==> src/periph_pkg.sv <==
// Register map and widths for the peripheral bus; slot numbers above SLOT_ETH are absent
`default_nettype none

package periph_pkg;

    // ------------------------------------------------------------------------
    // Bus geometry
    // ------------------------------------------------------------------------
    localparam int BusAddrWidth = 12;
    localparam int BusDataWidth = 32;
    localparam int SlotShift    = 8;   // Slot in addr[11:8], word in addr[7:2]
    localparam int NumSlots     = 16;

    localparam logic [BusDataWidth-1:0] ErrorFill = 32'hdeadbeef;

    typedef enum logic [3:0] {
        SLOT_IRQ   = 4'd0,
        SLOT_TIMER = 4'd1,
        SLOT_UART  = 4'd2,
        SLOT_SPI   = 4'd3,
        SLOT_ETH   = 4'd4
    } slot_e;

    // ------------------------------------------------------------------------
    // Interrupt controller
    // ------------------------------------------------------------------------
    localparam int NumSources  = 8;   // ID 0 is reserved for "none"
    localparam int MaxPriority = 7;
    localparam int PrioWidth   = $clog2(MaxPriority + 1);

    typedef enum logic [5:0] {
        IRQ_PRIO0     = 6'd0,
        IRQ_PRIO1     = 6'd1,
        IRQ_PRIO2     = 6'd2,
        IRQ_PRIO3     = 6'd3,
        IRQ_PRIO4     = 6'd4,
        IRQ_PRIO5     = 6'd5,
        IRQ_PRIO6     = 6'd6,
        IRQ_PRIO7     = 6'd7,
        IRQ_ENABLE    = 6'd8,
        IRQ_THRESHOLD = 6'd9,
        IRQ_PENDING   = 6'd10,
        IRQ_CLAIM     = 6'd11
    } irq_reg_e;

    // Per channel, channel N starts at word N*4
    typedef enum logic [1:0] {TMR_CTRL, TMR_COUNT, TMR_COMPARE, TMR_STATUS} timer_reg_e;

    typedef enum logic [5:0] {
        UART_DIV    = 6'd0,
        UART_TXDATA = 6'd1,
        UART_STATUS = 6'd2,
        UART_IE     = 6'd3
    } uart_reg_e;

    typedef enum logic [1:0] {UART_IDLE, UART_START, UART_DATA, UART_STOP} uart_state_e;

endpackage

`default_nettype wire
==> src/periph_top.sv <==
// One bus master, one interrupt target; excluded peers answer with error and hold their lines idle
`timescale 1ns/1ps
`default_nettype none

module periph_top #(
    parameter int TimerCnt  = 2,
    parameter bit InclUart  = 1,
    parameter bit InclTimer = 1
) (
    input  logic                                clk_i,
    input  logic                                rst_n_i,
    input  logic                                bus_req_i,
    input  logic                                bus_we_i,
    input  logic [periph_pkg::BusAddrWidth-1:0] bus_addr_i,
    input  logic [periph_pkg::BusDataWidth-1:0] bus_wdata_i,
    output logic [periph_pkg::BusDataWidth-1:0] bus_rdata_o,
    output logic                                bus_ready_o,
    output logic                                bus_err_o,
    input  logic [3:0]                          ext_irq_i,
    output logic                                irq_o,
    output logic                                tx_o
);
    import periph_pkg::*;

    logic                    sel_irq, sel_timer, sel_uart, we;
    logic [5:0]              word;
    logic [BusDataWidth-1:0] wdata, irq_rdata, timer_rdata, uart_rdata;
    logic [NumSources-1:0]   sources;
    logic [1:0]              timer_irq;
    logic                    uart_irq;

    // ------------------------------------------------------------------------
    // Decoder and interrupt controller
    // ------------------------------------------------------------------------
    periph_decoder #(.InclUart(InclUart), .InclTimer(InclTimer)) i_decoder (
        .clk_i, .rst_n_i, .bus_req_i, .bus_we_i, .bus_addr_i, .bus_wdata_i,
        .bus_rdata_o, .bus_ready_o, .bus_err_o,
        .sel_irq_o     ( sel_irq     ),
        .sel_timer_o   ( sel_timer   ),
        .sel_uart_o    ( sel_uart    ),
        .we_o          ( we          ),
        .word_o        ( word        ),
        .wdata_o       ( wdata       ),
        .irq_rdata_i   ( irq_rdata   ),
        .timer_rdata_i ( timer_rdata ),
        .uart_rdata_i  ( uart_rdata  )
    );

    assign sources = {ext_irq_i, timer_irq, uart_irq, 1'b0}; // Source 0 means none

    irq_controller i_irq (
        .clk_i, .rst_n_i, .sel_i(sel_irq), .we_i(we), .word_i(word), .wdata_i(wdata),
        .rdata_o(irq_rdata), .sources_i(sources), .irq_o
    );

    // ------------------------------------------------------------------------
    // Optional peers
    // ------------------------------------------------------------------------
    if (InclTimer) begin : gen_timer
        logic [TimerCnt-1:0] chan_irq;
        periph_timer #(.TimerCnt(TimerCnt)) i_timer (
            .clk_i, .rst_n_i, .sel_i(sel_timer), .we_i(we), .word_i(word), .wdata_i(wdata),
            .rdata_o(timer_rdata), .timer_irq_o(chan_irq)
        );
        assign timer_irq = 2'(chan_irq); // Single channel leaves source 3 low
    end else begin : gen_no_timer
        assign timer_irq   = '0;
        assign timer_rdata = '0;
    end

    if (InclUart) begin : gen_uart
        uart_tx i_uart (
            .clk_i, .rst_n_i, .sel_i(sel_uart), .we_i(we), .word_i(word), .wdata_i(wdata),
            .rdata_o(uart_rdata), .tx_o, .uart_irq_o(uart_irq)
        );
    end else begin : gen_no_uart
        assign tx_o       = 1'b1; // Idle line
        assign uart_irq   = 1'b0;
        assign uart_rdata = '0;
    end

endmodule

`default_nettype wire

==> src/uart_tx.sv <==
// 8N1 transmit only, DIV clocks per bit with DIV at least 1; TXDATA writes while busy are dropped
`timescale 1ns/1ps
`default_nettype none

module uart_tx (
    input  logic                                clk_i,
    input  logic                                rst_n_i,
    input  logic                                sel_i,
    input  logic                                we_i,
    input  logic [5:0]                          word_i,
    input  logic [periph_pkg::BusDataWidth-1:0] wdata_i,
    output logic [periph_pkg::BusDataWidth-1:0] rdata_o,
    output logic                                tx_o,
    output logic                                uart_irq_o
);
    import periph_pkg::*;

    uart_state_e state_q;
    uart_reg_e   reg_sel;
    logic [15:0] div_q;
    logic [15:0] baud_cnt_q;
    logic [7:0]  shift_q;
    logic [2:0]  bit_cnt_q;
    logic        ie_q;
    logic        busy;
    logic        tick;
    logic        load;

    assign reg_sel    = uart_reg_e'(word_i);
    assign busy       = (state_q != UART_IDLE);
    assign tick       = (baud_cnt_q >= div_q - 16'd1); // Last cycle of the bit
    assign load       = sel_i && we_i && (reg_sel == UART_TXDATA) && !busy;
    assign uart_irq_o = ie_q & ~busy;

    always_ff @(posedge clk_i) begin
        if (!rst_n_i) begin
            state_q    <= UART_IDLE;
            tx_o       <= 1'b1;
            div_q      <= 16'd1;
            baud_cnt_q <= '0;
            bit_cnt_q  <= '0;
            ie_q       <= 1'b0;
        end else begin
            if (sel_i && we_i && reg_sel == UART_DIV) div_q <= wdata_i[15:0];
            if (sel_i && we_i && reg_sel == UART_IE)  ie_q  <= wdata_i[0];
            baud_cnt_q <= (!busy || tick) ? '0 : baud_cnt_q + 16'd1;
            case (state_q)
                UART_IDLE: if (load) begin
                    state_q <= UART_START;
                    tx_o    <= 1'b0;
                end
                UART_START: if (tick) begin
                    state_q   <= UART_DATA;
                    tx_o      <= shift_q[0];
                    bit_cnt_q <= '0;
                end
                UART_DATA: if (tick) begin
                    if (bit_cnt_q == 3'd7) begin
                        state_q <= UART_STOP;
                        tx_o    <= 1'b1;
                    end else begin
                        tx_o      <= shift_q[1]; // LSB first
                        bit_cnt_q <= bit_cnt_q + 3'd1;
                    end
                end
                UART_STOP: if (tick) state_q <= UART_IDLE;
            endcase
        end
    end

    always_ff @(posedge clk_i) begin
        if (load) begin
            shift_q <= wdata_i[7:0];
        end else if (state_q == UART_DATA && tick) begin
            shift_q <= shift_q >> 1;
        end
    end

    always_comb begin
        rdata_o = '0;
        case (reg_sel)
            UART_DIV:    rdata_o[15:0] = div_q;
            UART_STATUS: rdata_o[0]    = busy;
            UART_IE:     rdata_o[0]    = ie_q;
            default: ; // TXDATA is write only
        endcase
    end

    a_idle_line_high: assert property (@(posedge clk_i) disable iff (!rst_n_i)
        (state_q == UART_IDLE) |-> tx_o);

endmodule

`default_nettype wire

==> src/periph_timer.sv <==
// TimerCnt of 1 or 2; counts wrap to 0 after reaching compare, match bit is sticky until cleared
`timescale 1ns/1ps
`default_nettype none

module periph_timer #(
    parameter int TimerCnt = 2
) (
    input  logic                                clk_i,
    input  logic                                rst_n_i,
    input  logic                                sel_i,
    input  logic                                we_i,
    input  logic [5:0]                          word_i,
    input  logic [periph_pkg::BusDataWidth-1:0] wdata_i,
    output logic [periph_pkg::BusDataWidth-1:0] rdata_o,
    output logic [TimerCnt-1:0]                 timer_irq_o
);
    import periph_pkg::*;

    if (TimerCnt < 1 || TimerCnt > 2) begin : gen_cnt_check
        $fatal(1, "TimerCnt must be 1 or 2");
    end

    logic [TimerCnt-1:0]     enable_q;
    logic [TimerCnt-1:0]     match_q;
    logic [BusDataWidth-1:0] count_q   [TimerCnt];
    logic [BusDataWidth-1:0] compare_q [TimerCnt];
    logic [TimerCnt-1:0]     wr_chan;
    logic [TimerCnt-1:0]     hit;
    logic [3:0]              chan;
    timer_reg_e              reg_sel;

    assign chan        = word_i[5:2];
    assign reg_sel     = timer_reg_e'(word_i[1:0]);
    assign timer_irq_o = match_q;

    always_comb begin
        for (int c = 0; c < TimerCnt; c++) begin
            wr_chan[c] = sel_i && we_i && (chan == c);
            hit[c]     = enable_q[c] && (count_q[c] == compare_q[c]);
        end
    end

    always_ff @(posedge clk_i) begin
        if (!rst_n_i) begin
            enable_q <= '0;
            match_q  <= '0;
            for (int c = 0; c < TimerCnt; c++) begin
                count_q[c] <= '0;
            end
        end else begin
            for (int c = 0; c < TimerCnt; c++) begin
                if (wr_chan[c] && reg_sel == TMR_CTRL) enable_q[c] <= wdata_i[0];
                if (wr_chan[c] && reg_sel == TMR_COUNT) begin
                    count_q[c] <= wdata_i; // Bus write beats counting
                end else if (hit[c]) begin
                    count_q[c] <= '0;
                end else if (enable_q[c]) begin
                    count_q[c] <= count_q[c] + 1'b1;
                end
                if (hit[c]) begin
                    match_q[c] <= 1'b1;
                end else if (wr_chan[c] && reg_sel == TMR_STATUS && wdata_i[0]) begin
                    match_q[c] <= 1'b0;
                end
            end
        end
    end

    always_ff @(posedge clk_i) begin
        for (int c = 0; c < TimerCnt; c++) begin
            if (wr_chan[c] && reg_sel == TMR_COMPARE) compare_q[c] <= wdata_i;
        end
    end

    // Unimplemented channels read as zero
    always_comb begin
        rdata_o = '0;
        for (int c = 0; c < TimerCnt; c++) begin
            if (chan == c) begin
                case (reg_sel)
                    TMR_CTRL:    rdata_o = {{(BusDataWidth-1){1'b0}}, enable_q[c]};
                    TMR_COUNT:   rdata_o = count_q[c];
                    TMR_COMPARE: rdata_o = compare_q[c];
                    TMR_STATUS:  rdata_o = {{(BusDataWidth-1){1'b0}}, match_q[c]};
                endcase
            end
        end
    end

endmodule

`default_nettype wire

==> src/irq_controller.sv <==
// Level sources only, one target; source 0 unused; UART=1, timers=2,3, external lines=4..7
`timescale 1ns/1ps
`default_nettype none

module irq_controller (
    input  logic                                clk_i,
    input  logic                                rst_n_i,
    input  logic                                sel_i,
    input  logic                                we_i,
    input  logic [5:0]                          word_i,
    input  logic [periph_pkg::BusDataWidth-1:0] wdata_i,
    output logic [periph_pkg::BusDataWidth-1:0] rdata_o,
    input  logic [periph_pkg::NumSources-1:0]   sources_i,
    output logic                                irq_o
);
    import periph_pkg::*;

    localparam int IdWidth = $clog2(NumSources);

    logic [PrioWidth-1:0]  prio_q [NumSources];
    logic [NumSources-1:0] enable_q;
    logic [NumSources-1:0] in_service_q;
    logic [NumSources-1:0] pending;
    logic [PrioWidth-1:0]  threshold_q;
    logic [PrioWidth-1:0]  best_prio;
    logic [IdWidth-1:0]    best_id;
    logic                  found;
    logic                  claim_rd;
    irq_reg_e              reg_sel;

    assign reg_sel  = irq_reg_e'(word_i);
    assign pending  = sources_i & ~in_service_q;
    assign claim_rd = sel_i & ~we_i & (reg_sel == IRQ_CLAIM);

    // ------------------------------------------------------------------------
    // Candidate search, strict compare keeps the lowest ID on a tie
    // ------------------------------------------------------------------------
    always_comb begin
        found     = 1'b0;
        best_id   = '0;
        best_prio = threshold_q;
        for (int i = 1; i < NumSources; i++) begin
            if (pending[i] && enable_q[i] && (prio_q[i] > best_prio)) begin
                found     = 1'b1;
                best_id   = IdWidth'(i);
                best_prio = prio_q[i];
            end
        end
    end

    always_ff @(posedge clk_i) begin
        if (!rst_n_i) begin
            for (int i = 0; i < NumSources; i++) begin
                prio_q[i] <= '0;
            end
            enable_q     <= '0;
            threshold_q  <= '0;
            in_service_q <= '0;
            irq_o        <= 1'b0;
        end else begin
            irq_o <= found;
            if (sel_i && we_i) begin
                case (reg_sel)
                    IRQ_PRIO0, IRQ_PRIO1, IRQ_PRIO2, IRQ_PRIO3,
                    IRQ_PRIO4, IRQ_PRIO5, IRQ_PRIO6, IRQ_PRIO7:
                        prio_q[word_i[IdWidth-1:0]] <= wdata_i[PrioWidth-1:0];
                    IRQ_ENABLE:    enable_q    <= wdata_i[NumSources-1:0];
                    IRQ_THRESHOLD: threshold_q <= wdata_i[PrioWidth-1:0];
                    IRQ_CLAIM: begin // Complete
                        if (wdata_i < NumSources) in_service_q[wdata_i[IdWidth-1:0]] <= 1'b0;
                    end
                    default: ;
                endcase
            end
            if (claim_rd && found) in_service_q[best_id] <= 1'b1;
        end
    end

    always_comb begin
        rdata_o = '0;
        case (reg_sel)
            IRQ_PRIO0, IRQ_PRIO1, IRQ_PRIO2, IRQ_PRIO3,
            IRQ_PRIO4, IRQ_PRIO5, IRQ_PRIO6, IRQ_PRIO7:
                rdata_o[PrioWidth-1:0] = prio_q[word_i[IdWidth-1:0]];
            IRQ_ENABLE:    rdata_o[NumSources-1:0] = enable_q;
            IRQ_THRESHOLD: rdata_o[PrioWidth-1:0]  = threshold_q;
            IRQ_PENDING:   rdata_o[NumSources-1:0] = pending;
            IRQ_CLAIM:     rdata_o[IdWidth-1:0]    = best_id; // 0 when nothing qualifies
            default: ;
        endcase
    end

    // Claimed source is valid and held in service afterwards
    a_claim_in_service: assert property (@(posedge clk_i) disable iff (!rst_n_i)
        (claim_rd && found) |=> ($past(best_id) < NumSources) && in_service_q[$past(best_id)]);

endmodule

`default_nettype wire

==> src/periph_decoder.sv <==
// Single master, fixed one-cycle response; absent or excluded slots return ErrorFill with error
`timescale 1ns/1ps
`default_nettype none

module periph_decoder #(
    parameter bit InclUart  = 1,
    parameter bit InclTimer = 1
) (
    input  logic                                clk_i,
    input  logic                                rst_n_i,
    input  logic                                bus_req_i,
    input  logic                                bus_we_i,
    input  logic [periph_pkg::BusAddrWidth-1:0] bus_addr_i,
    input  logic [periph_pkg::BusDataWidth-1:0] bus_wdata_i,
    output logic [periph_pkg::BusDataWidth-1:0] bus_rdata_o,
    output logic                                bus_ready_o,
    output logic                                bus_err_o,
    output logic                                sel_irq_o,
    output logic                                sel_timer_o,
    output logic                                sel_uart_o,
    output logic                                we_o,
    output logic [5:0]                          word_o,
    output logic [periph_pkg::BusDataWidth-1:0] wdata_o,
    input  logic [periph_pkg::BusDataWidth-1:0] irq_rdata_i,
    input  logic [periph_pkg::BusDataWidth-1:0] timer_rdata_i,
    input  logic [periph_pkg::BusDataWidth-1:0] uart_rdata_i
);
    import periph_pkg::*;

    localparam int SlotBits = $clog2(NumSlots);

    logic                    accept;
    logic                    hit;
    slot_e                   slot;
    logic [BusDataWidth-1:0] rdata_mux;

    assign accept  = bus_req_i & ~bus_ready_o; // No new request during the ready pulse
    assign slot    = slot_e'(bus_addr_i[SlotShift +: SlotBits]);
    assign we_o    = bus_we_i;
    assign word_o  = bus_addr_i[SlotShift-1:2];
    assign wdata_o = bus_wdata_i;

    always_comb begin
        sel_irq_o   = 1'b0;
        sel_timer_o = 1'b0;
        sel_uart_o  = 1'b0;
        hit         = 1'b0;
        rdata_mux   = ErrorFill;
        case (slot)
            SLOT_IRQ: begin
                hit       = 1'b1;
                sel_irq_o = accept;
                rdata_mux = irq_rdata_i;
            end
            SLOT_TIMER: if (InclTimer) begin
                hit         = 1'b1;
                sel_timer_o = accept;
                rdata_mux   = timer_rdata_i;
            end
            SLOT_UART: if (InclUart) begin
                hit        = 1'b1;
                sel_uart_o = accept;
                rdata_mux  = uart_rdata_i;
            end
            default: ; // SPI, Ethernet and unmapped slots
        endcase
    end

    always_ff @(posedge clk_i) begin
        if (!rst_n_i) begin
            bus_ready_o <= 1'b0;
            bus_err_o   <= 1'b0;
        end else begin
            bus_ready_o <= accept;
            bus_err_o   <= accept & ~hit;
        end
    end

    always_ff @(posedge clk_i) begin
        if (accept) bus_rdata_o <= rdata_mux;
    end

    a_err_with_ready: assert property (@(posedge clk_i) disable iff (!rst_n_i)
        bus_err_o |-> bus_ready_o);

endmodule

`default_nettype wire

==> config.mk <==
export PLATFORM = sky130hd
export DESIGN_NAME = periph_top
export DESIGN_NICKNAME = d
export VERILOG_FILES = /design/src/periph_pkg.sv /design/src/periph_top.sv /design/src/uart_tx.sv /design/src/periph_timer.sv /design/src/irq_controller.sv /design/src/periph_decoder.sv
export SDC_FILE = /design/constraint.sdc
export NUM_CORES = 1
export LEC_CHECK = 0
export ABC_CLOCK_PERIOD_IN_PS = 11700
export BUFFER_PORTS_ARGS = -buffer_cell sky130_fd_sc_hd__buf_2
export CAP_MARGIN = 20
export CORE_ASPECT_RATIO = 2
export CORE_MARGIN = 10
export CORE_UTILIZATION = 50
export DETAILED_ROUTE_END_ITERATION = 8
export HOLD_SLACK_MARGIN = 0.03
export PLACE_DENSITY = 0.67
export SETUP_SLACK_MARGIN = 0.3
export SLEW_MARGIN = 5
export SYNTH_ARGS = -nofsm -noshare
export SYNTH_HDL_FRONTEND = slang
export SYNTH_HIERARCHICAL = 1
export SYNTH_SLANG_ARGS = --single-unit
==> constraint.sdc <==
create_clock -name clk_i -period 11.7 [get_ports clk_i]
set_input_delay 1.17 -clock clk_i [delete_from_list [all_inputs] [get_ports clk_i]]
set_output_delay 1.17 -clock clk_i [all_outputs]
set_load 0.02 [all_outputs]
Yosys cells after proc, flatten, opt, wreduce, memory -nomap -nowiden. Memory sizes are Yosys's and may differ from the RTL's. Index checks and enable logic that the tools add are counted.

Multiplexer cells: 108. Bitwise gates (word level): 21. Eq/ne operators: 29. $add $sub $neg: 5. Reduce and logical (&&, ||, !) cells: 62. $lt $le $gt $ge: 13.

Operator list (count): two-way mux 32 bit (9); one-hot mux 32 bit (4 select lines) (2); one-hot mux 32 bit (3 select lines) (1); adder 32 x 1 -> 32 bit (second input constant) (2); == test 32 bit (2); two-way mux 1 bit (58); two-way mux 8 bit (7); two-way mux 3 bit (15); logical AND 1 bit (39); < comparator 32 x 4 -> 1 bit (second input constant) (1); OR reduction 32 bit (1); == test 6 x 3 -> 1 bit (second input constant) (4); == test 6 x 4 -> 1 bit (second input constant) (4); > comparator 3 bit (7); adder 16 x 1 -> 16 bit (second input constant) (1); bitwise AND 8 bit (2); >= comparator 16 bit (1); inverter 8 bit (2); subtractor 16 x 1 -> 16 bit (second input constant) (1); two-way mux 15 bit (1); one-hot mux 3 bit (5 select lines) (1); two-way mux 2 bit (7); == test 6 x 2 -> 1 bit (second input constant) (2); inequality test 2 x 1 -> 1 bit (second input constant) (5); other kinds (32) (63).

Memories kept: 3. Bits of input ports: 52. Output and inout port bits: 36. Bits in writable memories: 152. Bits in registers: 105. Word-level logic and storage cells: 259.

Memory list: gen_timer.i_timer.compare_q (depth 2, bits a word 32, rd ports 2, clocked after Yosys merged registers in 0, write ports 1, RTL line periph_timer.sv:26) `logic [BusDataWidth-1:0] compare_q [TimerCnt];`; gen_timer.i_timer.count_q (depth 2, bits a word 32, rd ports 2, clocked after Yosys merged registers in 0, write ports 2, RTL line periph_timer.sv:25) `logic [BusDataWidth-1:0] count_q [TimerCnt];`; i_irq.prio_q (depth 8, bits a word 3, rd ports 8, clocked after Yosys merged registers in 0, write ports 8, RTL line irq_controller.sv:20) `logic [PrioWidth-1:0] prio_q [NumSources];`.

Logic depth before layout (Yosys ltp). Gate-level depths: netlist of run 1.

Word-level depth: 31. Gate-level depth with buffers: 56. Depth with buffers taken out: 53.

Cells and area by module. The synthesis of run 1 kept the hierarchy.

Modules (own cells, without submodules): periph_timer (instances 1, seq. area each 3923.8 um^2, area each 7619.8 um^2, cells an instance 706); irq_controller (instances 1, seq. area each 1121.1 um^2, area each 3532.1 um^2, cells an instance 405); uart_tx (instances 1, seq. area each 1021.0 um^2, area each 3005.4 um^2, cells an instance 340); periph_decoder (instances 1, seq. area each 1001.0 um^2, area each 2308.5 um^2, cells an instance 177); periph_top (instances 1, seq. area each 0.0 um^2, area each 3.8 um^2, cells an instance 1).

Worst setup path before layout of run 1. OpenSTA, ideal clock, no wires.

Path type: register to register. Start: register gen_uart.i_uart.state_q[0]. End: register i_decoder/bus_rdata_o[1] in the netlist's numbering (data pin). Path slack: 1622 ps. Data required time: 11442 ps. Stages on the path, launching flop included: 55. Setup time: 258 ps. Path buffers: 3. Data arrival time: 9820 ps. Cell sequence: dfxtp_1 -> inv_1 -> ha_1 -> and2_1 -> nand3b_1 -> a31o_2 -> nor2_1 -> buf_2 -> mux2_2 -> ha_1 -> or3b_1 -> nand2_1 -> a21oi_1 -> nor4b_2 -> nor3_1 -> o21ai_0 -> ha_1 -> nor2_1 -> (+19 left out) -> clkbuf_1 -> mux2_4 -> ha_1 -> nor2b_1 -> o21a_1 -> o2111ai_1 -> inv_1 -> o21a_1 -> ha_1 -> nor2b_1 -> o21a_1 -> o2111ai_1 -> nand2_1 -> nand2b_1 -> nand2_1 -> a21o_1 -> mux2i_1 -> a2bb2oi_2.

Longest elaborated chain between the ends: 27.

Ends and longest elaborated chain: start: declaration (RTL line uart_tx.sv:18) `uart_state_e state_q;`; start signal: assignment (RTL line uart_tx.sv:37) `state_q <= UART_IDLE;`; start signal: assignment (RTL line uart_tx.sv:49) `state_q <= UART_START;`; start signal: assignment (RTL line uart_tx.sv:53) `state_q <= UART_DATA;`; nonzero test 2 bit * (RTL line uart_tx.sv:30) `assign busy = (state_q != UART_IDLE);`; inverter 1 bit * (RTL line uart_tx.sv:33) `assign uart_irq_o = ie_q & ~busy;`; bitwise AND 1 bit * (RTL line uart_tx.sv:33); net uart_irq (RTL line periph_top.sv:30) `logic uart_irq;`; bitwise AND 8 bit * (RTL line irq_controller.sv:32) `assign pending = sources_i & ~in_service_q;`; logical AND 1 bit (2 in a row) (RTL line irq_controller.sv:43) `if (pending[i] && enable_q[i] && (prio_q[i] > best_prio)) begin`; two-way mux 3 bit (RTL line irq_controller.sv:43); > comparator 3 bit (RTL line irq_controller.sv:43); (+13 left out); two-way mux 3 bit (RTL line irq_controller.sv:43); > comparator 3 bit (RTL line irq_controller.sv:43); logical AND 1 bit (RTL line irq_controller.sv:43); two-way mux 3 bit (RTL line irq_controller.sv:43); one-hot mux 3 bit (5 select lines) * (RTL line irq_controller.sv:81) `case (reg_sel)`; net irq_rdata[1] (RTL line periph_top.sv:27) `logic [BusDataWidth-1:0] wdata, irq_rdata, timer_rdata, uart_rdata;`; one-hot mux 32 bit (3 select lines) * (RTL line periph_decoder.sv:49) `case (slot)`; net i_decoder.rdata_mux[1] (RTL line periph_decoder.sv:35) `logic [BusDataWidth-1:0] rdata_mux;`; end signal: assignment (RTL line periph_decoder.sv:80) `if (accept) bus_rdata_o <= rdata_mux;`; end: declaration (RTL line periph_decoder.sv:15) `output logic [periph_pkg::BusDataWidth-1:0] bus_rdata_o,`.

Mark *: on every way through the listed nets, which the timed path passes. The rest lies on a longest branch. A chain may end at the register's enable or synchronous reset.

Worst setup path after layout of run 1. Same ends and word-level chain as after synthesis.

==> results of run 1 <==
-- per-stage QoR --
step	total power, mW	setup slack, ps	hold slack [ps]	area (sq um)	std cells
after global placement	1.19	631	445	16700	2037
final	2.06	953	451	17600	2085
after floorplan	1.15	1620	412	16600	1667
after global routing	2.12	229	495	17600	2085
after detailed placement	1.19	345	449	16700	2037
after CTS	2.07	452	459	17600	2082
-- flip-flops by register name, summed over array words and instances (netlist names) --
signal	cells
gen_timer.i_timer/enable_q	2
i_irq/prio_q	24
gen_uart.i_uart/bit_cnt_q	3
gen_uart.i_uart/tx_o	1
i_irq/threshold_q	3
gen_timer.i_timer/timer_irq_o	2
i_irq/in_service_q	8
i_irq/irq_o	1
gen_uart.i_uart/baud_cnt_q	16
gen_uart.i_uart/ie_q	1
gen_uart.i_uart/state_q	2
i_irq/enable_q	8
i_decoder/bus_ready_o	1
gen_uart.i_uart/shift_q	8
gen_timer.i_timer/compare_q	64
i_decoder/bus_err_o	1
gen_uart.i_uart/div_q	16
i_decoder/bus_rdata_o	32
gen_timer.i_timer/count_q	64
-- area by class of cell --
| type | instances | share of cell area |
|---|---|---|
| tap | 432 | 0.0307 |
| clock inverter | 20 | 0.0146 |
| inverter | 36 | 0.00767 |
| sequential | 257 | 0.401 |
| clock buffer | 25 | 0.0355 |
| multi-input combinational | 1209 | 0.478 |
| timing repair buffer | 106 | 0.0331 |
-- worst max-delay path by stage --
stage,start,endpoint,slack (ps)
floorplan,gen_uart.i_uart/state_q[0],i_decoder/bus_rdata_o[1],1620
global placement,gen_uart.i_uart/state_q[0],i_decoder/bus_rdata_o[1],630
detailed placement,gen_uart.i_uart/state_q[1],i_decoder/bus_rdata_o[1],350
CTS,gen_uart.i_uart/state_q[1],i_decoder/bus_rdata_o[1],450
global route,gen_uart.i_uart/state_q[0],i_decoder/bus_rdata_o[1],230
finish,gen_uart.i_uart/state_q[0],i_decoder/bus_rdata_o[1],950
-- layer usage --
metal	share of wire	wire length [um]	GRT usage	vias up
met5	0	0	0	-
met4	0.093	4470	0.186	0
met3	0.048	2300	0.0257	170
met2	0.53	25700	0.417	463
met1	0.33	15700	0.215	6117
li1	-	-	-	5877
-- logic make-up after synthesis --
family / after synthesis
AOI/OAI and AO/OA: 338
xor gates and xnor gates: 149
adders and majority gates: 41
buffers and inverters: 201
DFF: 257
muxes: 64
other: 3
and+or+nand+nor: 576
-- critical path: cells and delay by family, from the launching register on --
kind | cells | cell delay, ps
flip-flops | 1 | 360
AND/OR/NAND/NOR | 24 | 4100
multiplexers | 5 | 1560
AO/OA/AOI/OAI | 14 | 2380
adder cells (fa/ha/maj) | 7 | 1780
buffers and inverters | 3 | 330
-- Yosys cell counts, drive strengths merged (32+ instances only) --
library cell / number
edfxtp: 192
nand2: 188
buf: 117
xor2: 107
o21ai: 85
nor2: 82
dfxtp: 65
a22oi: 63
nand3: 50
clkbuf: 48
a21oi: 46
mux2i: 44
xnor2: 42
ha: 41
nor4: 38
o22ai: 37
inv: 35
and3: 32
nor2b: 32
-- repair_timing --
item / CTS / global route
buffers inserted: 0 / 3
gates cloned: 0 / 0
pin swaps: 0 / 2
endpoints found under the setup margin: 1 / 11
gates resized for setup: 1 / 13
-- power by group through the flow --
stage | logic, mW | clock network [mW] | registers (mW)
floorplan | 0.115 | 0 | 1.03
global placement | 0.154 | 0 | 1.03
detailed placement | 0.156 | 0 | 1.03
CTS | 0.157 | 0.905 | 1.01
global route | 0.167 | 0.939 | 1.02
finish | 0.159 | 0.887 | 1.01
==> results.cfg, run 1 <==
[status]
status = finished clean

[worst_setup_path]
start_kind = flop
path_class = reg2reg
critical_path.reg2reg.endpoint = i_decoder/bus_rdata_o[1]
reg2reg_depth = 53
worst-path-max-fanout = 6
max_stage_delay_ps = 410
register_to_register_path_setup_slack_ps = 950
timing.critical_path.arrival_ps = 11010
cpMostUsedCell = ha_1
crit_path_end_kind = flop
cp_slowest_cell = or3b_1
r2r-start = gen_uart.i_uart/state_q[0]
critical_path_required_ps = 11960

[clocking]
htree_num_levels = 1
postCtsHoldBufs = 0
worst_setup_hold_path_clk_slew_ps = 70
clk_latency_ps = 540
clk_sinks = 257
cts-buffers-inserted = 25
clockBufferDepth = 3
ctsRootBufferMaster = clkbuf_16
tritoncts = yes

[global_route]
globalRoute.totalOverflow = 0
gr-usage-all-layers = 0.226
first_global_vias = 12700
grt_pass1_wl_um = 72300
number_of_antenna_violations_at_the_first_check_in_global_routing = 0
grt_start_max_net_pins = 66

[sta]
grt_setup_unrepaired = no
hold_violations = 0
worstMarginPinSlew_ps = 1140
slew-limit-headroom = 0.236
fmax_mhz = 93.0
layout_worst_path_cycle_share = 0.919
drv_slew = 0
clock_skews_ps = 11.9
min_period_ps = 10750
fin_tns_setup_ps = 0
setup_viol = 0

[pwr]
share_seq_of_total_power = 0.492
clock_power_share = 0.431
power_report.internal_total_mw = 1.57
pwr_density_cell_mw_per_mm2 = 117
power.share.combinational = 0.077
power.switching_mw = 0.493
power_leakage_nw = 6.18
sw_frac_of_total = 0.239
vdd_ir_drop_max_mv = 0.0915

[logic_synthesis]
synth.yosys.warnings = 6
synth_top_flop_cell = edfxtp_1
synth.cell_area_sq_mm = 0.0165
synth_simple_gate_area_share = 0.190
async_reset_ff_frac = 0
synth_xor_xnor_area_share = 0.0792
netlist_top_cells_area = edfxtp_1 35%, dfxtp_1 7.9%, xor2_1 5.7%, nand2_1 4.3%, buf_4 3.9%
synth_seq_cells = 257
yosys.area.top_type_share = 0.350
combinational_family_with_the_most_area_after_synthesis = simple AND/OR/NAND/NOR gates
synth-seq-area-share = 0.429
synth_cells = 1629
synth_adder_area_share = 0.0311
syn_area_per_cell_sq_um = 10.1
synth-edff-count = 192
share_of_the_synthesized_area_in_compound_gates_ao_oa_aoi_oai = 0.149
netlist.top_cell.by_area = edfxtp_1
post_synth_num_cell_types = 101
synth.area.mux_share = 0.0466

[worst_hold_path]
holdCritStartpoint = i_irq/in_service_q[0]
hold_class = reg2reg
timing.hold.worst_endpoint = i_irq/in_service_q[0]
whs_path_depth = 2

[die]
i_o_pin_count = 88
initial_core_util = 0.504
die_h_um = 277
placementRows = 94
core_area_sq_mm = 0.0327
die_area_sq_mm = 0.0410
die_width_um = 148

[place]
last_weighted_congestion_value_of_the_routability_driven_placer = 0.915
detailedPlacementHpwl_um = 35300
io_buffer_count = 85

[detailed_routing]
ant_nets = 0
routed_wirelength_um = 48300
initialDrtViolationCount = 938
dr.pass1.iters = 6
num_vias = 12600
routed_via_density = 6.06
avgRoutedWirePerCell_um = 23.1
route.detailed.drc = 0

[cells_and_area]
finalCoreUtilization = 0.539
layout-drive-gt1-share = 0.162
fillerInstances = 3054
area_of_the_multi_input_gates_sq_mm = 0.00842
final_common_cell = edfxtp_1
total_number_of_nets_in_the_final_design = 1728
layout_common_cells = 192 x edfxtp_1, 186 x nand2_1, 107 x xor2_1
area_growth_from_synthesis_to_layout_pct = 7.02
num_antenna_cells = 0
final-seq-area_sq_mm = 0.00707

[job]
drv.max_cap_violation_count = 0
No activity file was read; power rests on OpenSTA's default activity.
==> run 2, diff against run 1 <==
--- a/config.mk
+++ b/config.mk
@@ -10,10 +10,9 @@
 export CAP_MARGIN = 20
 export CORE_ASPECT_RATIO = 2
 export CORE_MARGIN = 10
-export CORE_UTILIZATION = 50
+export CORE_UTILIZATION = 44
 export DETAILED_ROUTE_END_ITERATION = 8
 export HOLD_SLACK_MARGIN = 0.03
-export PLACE_DENSITY = 0.67
 export SETUP_SLACK_MARGIN = 0.3
 export SLEW_MARGIN = 5
 export SYNTH_ARGS = -nofsm -noshare
==> run 2 against run 1 <==
  * Flip-flop and latch count did not move
  * Total power up 0.66%
  * Via count down 0.25%
  * Final cell count up 1.4%
  * Clock skew down 5.2 ps
  * Combinational power about the same
  * Worst setup slack better by 41 ps
  * Sequential power barely moved
  * Count of clock-buffer cells in the layout increased by 15
  * Critical path type unchanged
==> results.cfg, run 2 (synthesis results as in run 1) <==
[worst_setup_path]
start_kind = flop
worst-path-max-fanout = 11
register_to_register_path_setup_slack_ps = 990
cp_slowest_cell = or3b_1
path_class = reg2reg
reg2reg_depth = 54
max_stage_delay_ps = 410
critical_path_required_ps = 11970
crit_path_end_kind = flop
cpMostUsedCell = ha_1
critical_path.reg2reg.endpoint = i_decoder/bus_rdata_o[1]
timing.critical_path.arrival_ps = 10970
r2r-start = gen_uart.i_uart/state_q[0]

[pwr]
power.share.combinational = 0.078
vdd_ir_drop_max_mv = 0.0846
power_report.internal_total_mw = 1.58
power_leakage_nw = 6.19
power.switching_mw = 0.493
share_seq_of_total_power = 0.489
pwr_density_cell_mw_per_mm2 = 117
sw_frac_of_total = 0.238
clock_power_share = 0.433

[detailed_routing]
initialDrtViolationCount = 808
route.detailed.drc = 0
routed_wirelength_um = 50400
avgRoutedWirePerCell_um = 23.8
ant_nets = 0
dr.pass1.iters = 5
num_vias = 12600
routed_via_density = 5.96

[place]
dpl.cell_count = 2064
io_buffer_count = 85
last_weighted_congestion_value_of_the_routability_driven_placer = 0.888
detailedPlace.worstSlack_ps = 542
detailedPlacementHpwl_um = 36500

[sta]
setup_viol = 0
drv_slew = 0
grt_setup_unrepaired = no
worstMarginPinSlew_ps = 1080
hold_violations = 0
post-route-worst-setup-slack_ps = 994
fmax_mhz = 93.4
fin_tns_setup_ps = 0
layout_worst_path_cycle_share = 0.915
clock_skews_ps = 6.68
slew-limit-headroom = 0.277
min_period_ps = 10710

[cells_and_area]
area_growth_from_synthesis_to_layout_pct = 7.16
largestRegisters = gen_timer.i_timer/compare_q x64, gen_timer.i_timer/count_q x64, i_decoder/bus_rdata_o x32
fillerInstances = 3509
layout.cells.non_filler = 2115
num_antenna_cells = 0
final_common_cell = edfxtp_1
finalCoreUtilization = 0.475
layout_common_cells = 192 x edfxtp_1, 186 x nand2_1, 107 x xor2_1
total_number_of_nets_in_the_final_design = 1729
layout-drive-gt1-share = 0.158

[clocking]
htree_num_levels = 1
clockBufferDepth = 3
ctsRootBufferMaster = clkbuf_16
clk_sinks = 257
tritoncts = yes
cts-buffers-inserted = 26
worst_setup_hold_path_clk_slew_ps = 60
clk_latency_ps = 550

[global_route]
gr-usage-all-layers = 0.214
grt_start_max_net_pins = 66
grt_pass1_wl_um = 75800
globalRoute.totalOverflow = 0
number_of_antenna_violations_at_the_first_check_in_global_routing = 0
first_global_vias = 12900

[worst_hold_path]
whs_path_depth = 2
hold_class = reg2reg
timing.hold.worst_endpoint = i_irq/in_service_q[0]
holdCritStartpoint = i_irq/in_service_q[0]

[die]
core_area_sq_mm = 0.0372
die_width_um = 157
die_area_sq_mm = 0.0460
placementRows = 100
i_o_pin_count = 88
initial_core_util = 0.443
die_h_um = 294

[status]
status = finished clean

[job]
drv.max_cap_violation_count = 0
-- run 2: cell count changes in the layout (fill, tap and decap cells not counted), moves of 2 or more --
cell / change
clkinv_1: -4
clkinv_2: -2
clkinv_4: -2
clkbuf_8: +4
bufinv_16: -2
inv_1: +2
clkbuf_16: +2
inv_2: -2
clkbuf_1: +9
-- run 2: per-stage QoR --
step	total power, mW	hold slack [ps]	cell area, sq um
floorplan	1.15	412	16600
global placement	1.19	439	16700
detailed placement	1.19	443	16700
CTS	2.09	451	17600
global route	2.13	467	17600
finish	2.07	448	17600
-- run 2: layout make-up --
class	instances	area (sq um)	share of cell area
flip-flops and latches	257	7070	0.400
repair buffers	106	583	0.0330
multi-input cells	1209	8390	0.475
clock buffers	40	764	0.0433
well taps	459	574	0.0325
inverters	36	135	0.00766
clock inverters	8	139	0.00787
-- run 2: worst max path at each step --
stage | startpoint | end | slack (ps) | cells after the start
2_1_floorplan | gen_uart.i_uart/state_q[0] | i_decoder/bus_rdata_o[1] | 1620 | 54
3_3_place_gp | gen_uart.i_uart/state_q[0] | i_decoder/bus_rdata_o[1] | 800 | 53
3_5_place_dp | gen_uart.i_uart/state_q[0] | i_decoder/bus_rdata_o[1] | 540 | 53
4_1_cts | gen_uart.i_uart/state_q[0] | i_decoder/bus_rdata_o[1] | 500 | 53
5_1_grt | gen_uart.i_uart/state_q[0] | i_decoder/bus_rdata_o[1] | 340 | 54
6_report | gen_uart.i_uart/state_q[0] | i_decoder/bus_rdata_o[1] | 990 | 54
-- run 2: layer usage --
| layer | global-route usage | part of all wire |
|---|---|---|
| met5 | 0 | 0 |
| met4 | 0.164 | 0.084 |
| met3 | 0.0225 | 0.041 |
| met2 | 0.399 | 0.54 |
| met1 | 0.207 | 0.34 |
-- run 2: critical path: cells and delay by family (launching register included) --
kind | cells | cell delay (ps)
simple gates | 24 | 3870
compound gates | 14 | 2250
fa+ha+maj | 7 | 1830
mux | 5 | 1560
buf+inv | 4 | 530
flops | 1 | 360
-- run 2: repair_timing --
item / in CTS / in global routing
hold endpoints to repair: 0 / 0
hold buffers: 0 / 0
setup endpoints to repair: 0 / 9
gates resized for setup: 0 / 8
setup buffers: 0 / 3
-- run 2: power groups by stage --
stage | logic, mW | registers [mW] | clock network (mW)
2_1_floorplan | 0.115 | 1.03 | 0
3_3_place_gp | 0.157 | 1.03 | 0
3_5_place_dp | 0.159 | 1.03 | 0
4_1_cts | 0.160 | 1.01 | 0.914
5_1_grt | 0.171 | 1.02 | 0.944
6_report | 0.161 | 1.01 | 0.898
==> run 3, diff against run 2 <==
--- a/config.mk
+++ b/config.mk
@@ -6,7 +6,7 @@
 export NUM_CORES = 1
 export LEC_CHECK = 0
 export ABC_CLOCK_PERIOD_IN_PS = 11700
-export BUFFER_PORTS_ARGS = -buffer_cell sky130_fd_sc_hd__buf_2
+export BUFFER_PORTS_ARGS = -buffer_cell sky130_fd_sc_hd__clkbuf_2
 export CAP_MARGIN = 20
 export CORE_ASPECT_RATIO = 2
 export CORE_MARGIN = 10
==> run 3 against run 2 <==
  * Total power increased by 0.65%
  * Combinational power is essentially flat
  * Non-clock buffer count rose by 1
  * Register-to-register slack worse by 130 ps
  * Sequential power hardly changed
  * Final area about the same
  * Critical path type unchanged
  * Largest cell class unchanged
==> results.cfg, run 3 (synthesis results as in run 1) <==
[worst_hold_path]
holdCritStartpoint = i_irq/in_service_q[0]
hold_class = reg2reg

[detailed_routing]
highest_layer = met4
routed_via_density = 5.94
num_vias = 12600
met3WireLength_um = 2440
avgRoutedWirePerCell_um = 23.7
met2_wirelength_um = 26800
initialDrtViolationCount = 784
ant_nets = 0
route.detailed.drc = 0
dr.pass1.iters = 5
m1WireLength_um = 16900
routed_wirelength_um = 50100

[sta]
layout_worst_path_cycle_share = 0.926
slew-limit-headroom = 0.284
fin_tns_setup_ps = 0
worstMarginPinSlew_ps = 1070
setup_viol = 0
fmax_mhz = 92.3
grt_setup_unrepaired = no
hold_violations = 0
drv_slew = 0
min_period_ps = 10840
clock_skews_ps = 15.8

[die]
placementRows = 100
initial_core_util = 0.443
i_o_pin_count = 88
die_width_um = 157
die_h_um = 294
die_area_sq_mm = 0.0460
core_area_sq_mm = 0.0372

[pwr]
report.power.total_mw = 2.09
vdd_ir_drop_max_mv = 0.0993
power_leakage_nw = 6.21
pwr_density_cell_mw_per_mm2 = 118

[cells_and_area]
total_number_of_nets_in_the_final_design = 1729
largestRegisters = gen_timer.i_timer/compare_q x64, gen_timer.i_timer/count_q x64, i_decoder/bus_rdata_o x32
final_common_cell = edfxtp_1
layout_common_cells = 192 x edfxtp_1, 187 x nand2_1, 107 x xor2_1
area_growth_from_synthesis_to_layout_pct = 7.13
final_area_sq_mm = 0.0176
layout-drive-gt1-share = 0.156

[job]
drv.max_cap_violation_count = 0

[worst_setup_path]
crit_path_end_kind = flop
cp_slowest_cell = or3b_1
cpMostUsedCell = ha_1
worst-path-max-fanout = 6
path_class = reg2reg
critical_path_required_ps = 11970
r2r-start = gen_uart.i_uart/state_q[0]
max_stage_delay_ps = 400
timing.critical_path.arrival_ps = 11100
critPathLaunch = gen_uart.i_uart/state_q[0]
start_kind = flop

[clocking]
htree_num_levels = 1
clk_latency_ps = 540
worst_setup_hold_path_clk_slew_ps = 70
clk_sinks = 257
clockBufferDepth = 3
tritoncts = yes
postCtsHoldBufs = 0
ctsRootBufferMaster = clkbuf_16
cts-buffers-inserted = 25

[place]
detailedPlacementHpwl_um = 36400
last_weighted_congestion_value_of_the_routability_driven_placer = 0.885
io_buffer_count = 85
area_after_dpl_sq_mm = 0.0167

[global_route]
first_global_vias = 12600
grt_pass1_wl_um = 74700
number_of_antenna_violations_at_the_first_check_in_global_routing = 0
gr-usage-all-layers = 0.211
grt_start_max_net_pins = 66
globalRoute.totalOverflow = 0

[status]
status = finished clean
-- run 3: through the flow --
stage / std cells / hold slack (ps) / util / setup WS (ps)
3_3_place_gp: 2064 / 437 / 0.449 / 850
4_1_cts: 2109 / 454 / 0.474 / 535
3_5_place_dp: 2064 / 442 / 0.449 / 568
6_report: 2114 / 452 / 0.475 / 864
5_1_grt: 2113 / 479 / 0.475 / 330
2_1_floorplan: 1667 / 412 / - / 1620
-- run 3: final cells by class --
cell class | instances | area [sq um]
Sequential cell | 257 | 7070
Antenna cell | 1 | 2.50
Fill cell | 3492 | 19500
Inverter | 36 | 135
Tap cell | 459 | 574
Multi-Input combinational cell | 1209 | 8370
Clock inverter | 14 | 255
Timing Repair Buffer | 107 | 591
Clock buffer | 31 | 648
-- run 3: worst max-delay path: cells and delay by family (launching register included) --
family	cells	cell delay [ps]
AO/OA/AOI/OAI	14	2430
adder cells (fa/ha/maj)	7	1810
buffers and inverters	4	510
flip-flops	1	350
multiplexers	5	1560
AND/OR/NAND/NOR	23	3890
-- run 3: power by group --
group          leakage, nW  switching, mW  internal [mW]
Clock                0.434          0.363          0.549
Sequential            2.37         0.0201          0.994
Combinational         3.41          0.111         0.0490
-- run 3: path summary, 6_finish.rpt --
path | slack, ps | endpoint | depth (start not counted)
max | 860 | i_decoder/bus_rdata_o[1] | 53
min reg2reg | 450 | i_irq/in_service_q[0] | 2
max reg2reg | 860 | i_decoder/bus_rdata_o[1] | 53
min | 450 | i_irq/in_service_q[0] | 2
-- run 3: metal layers --
metal  GRT usage  vias to the layer above
met1       0.207                     6108
met5           0                        -
li1            -                     5875
met3      0.0246                      151
met4       0.153                        0
met2       0.394                      431
-- run 3: repair_timing --
| action | CTS | global route |
|---|---|---|
| setup buffers | 0 | 4 |
| setup endpoints to repair | 0 | 8 |
| gates resized for setup | 0 | 5 |
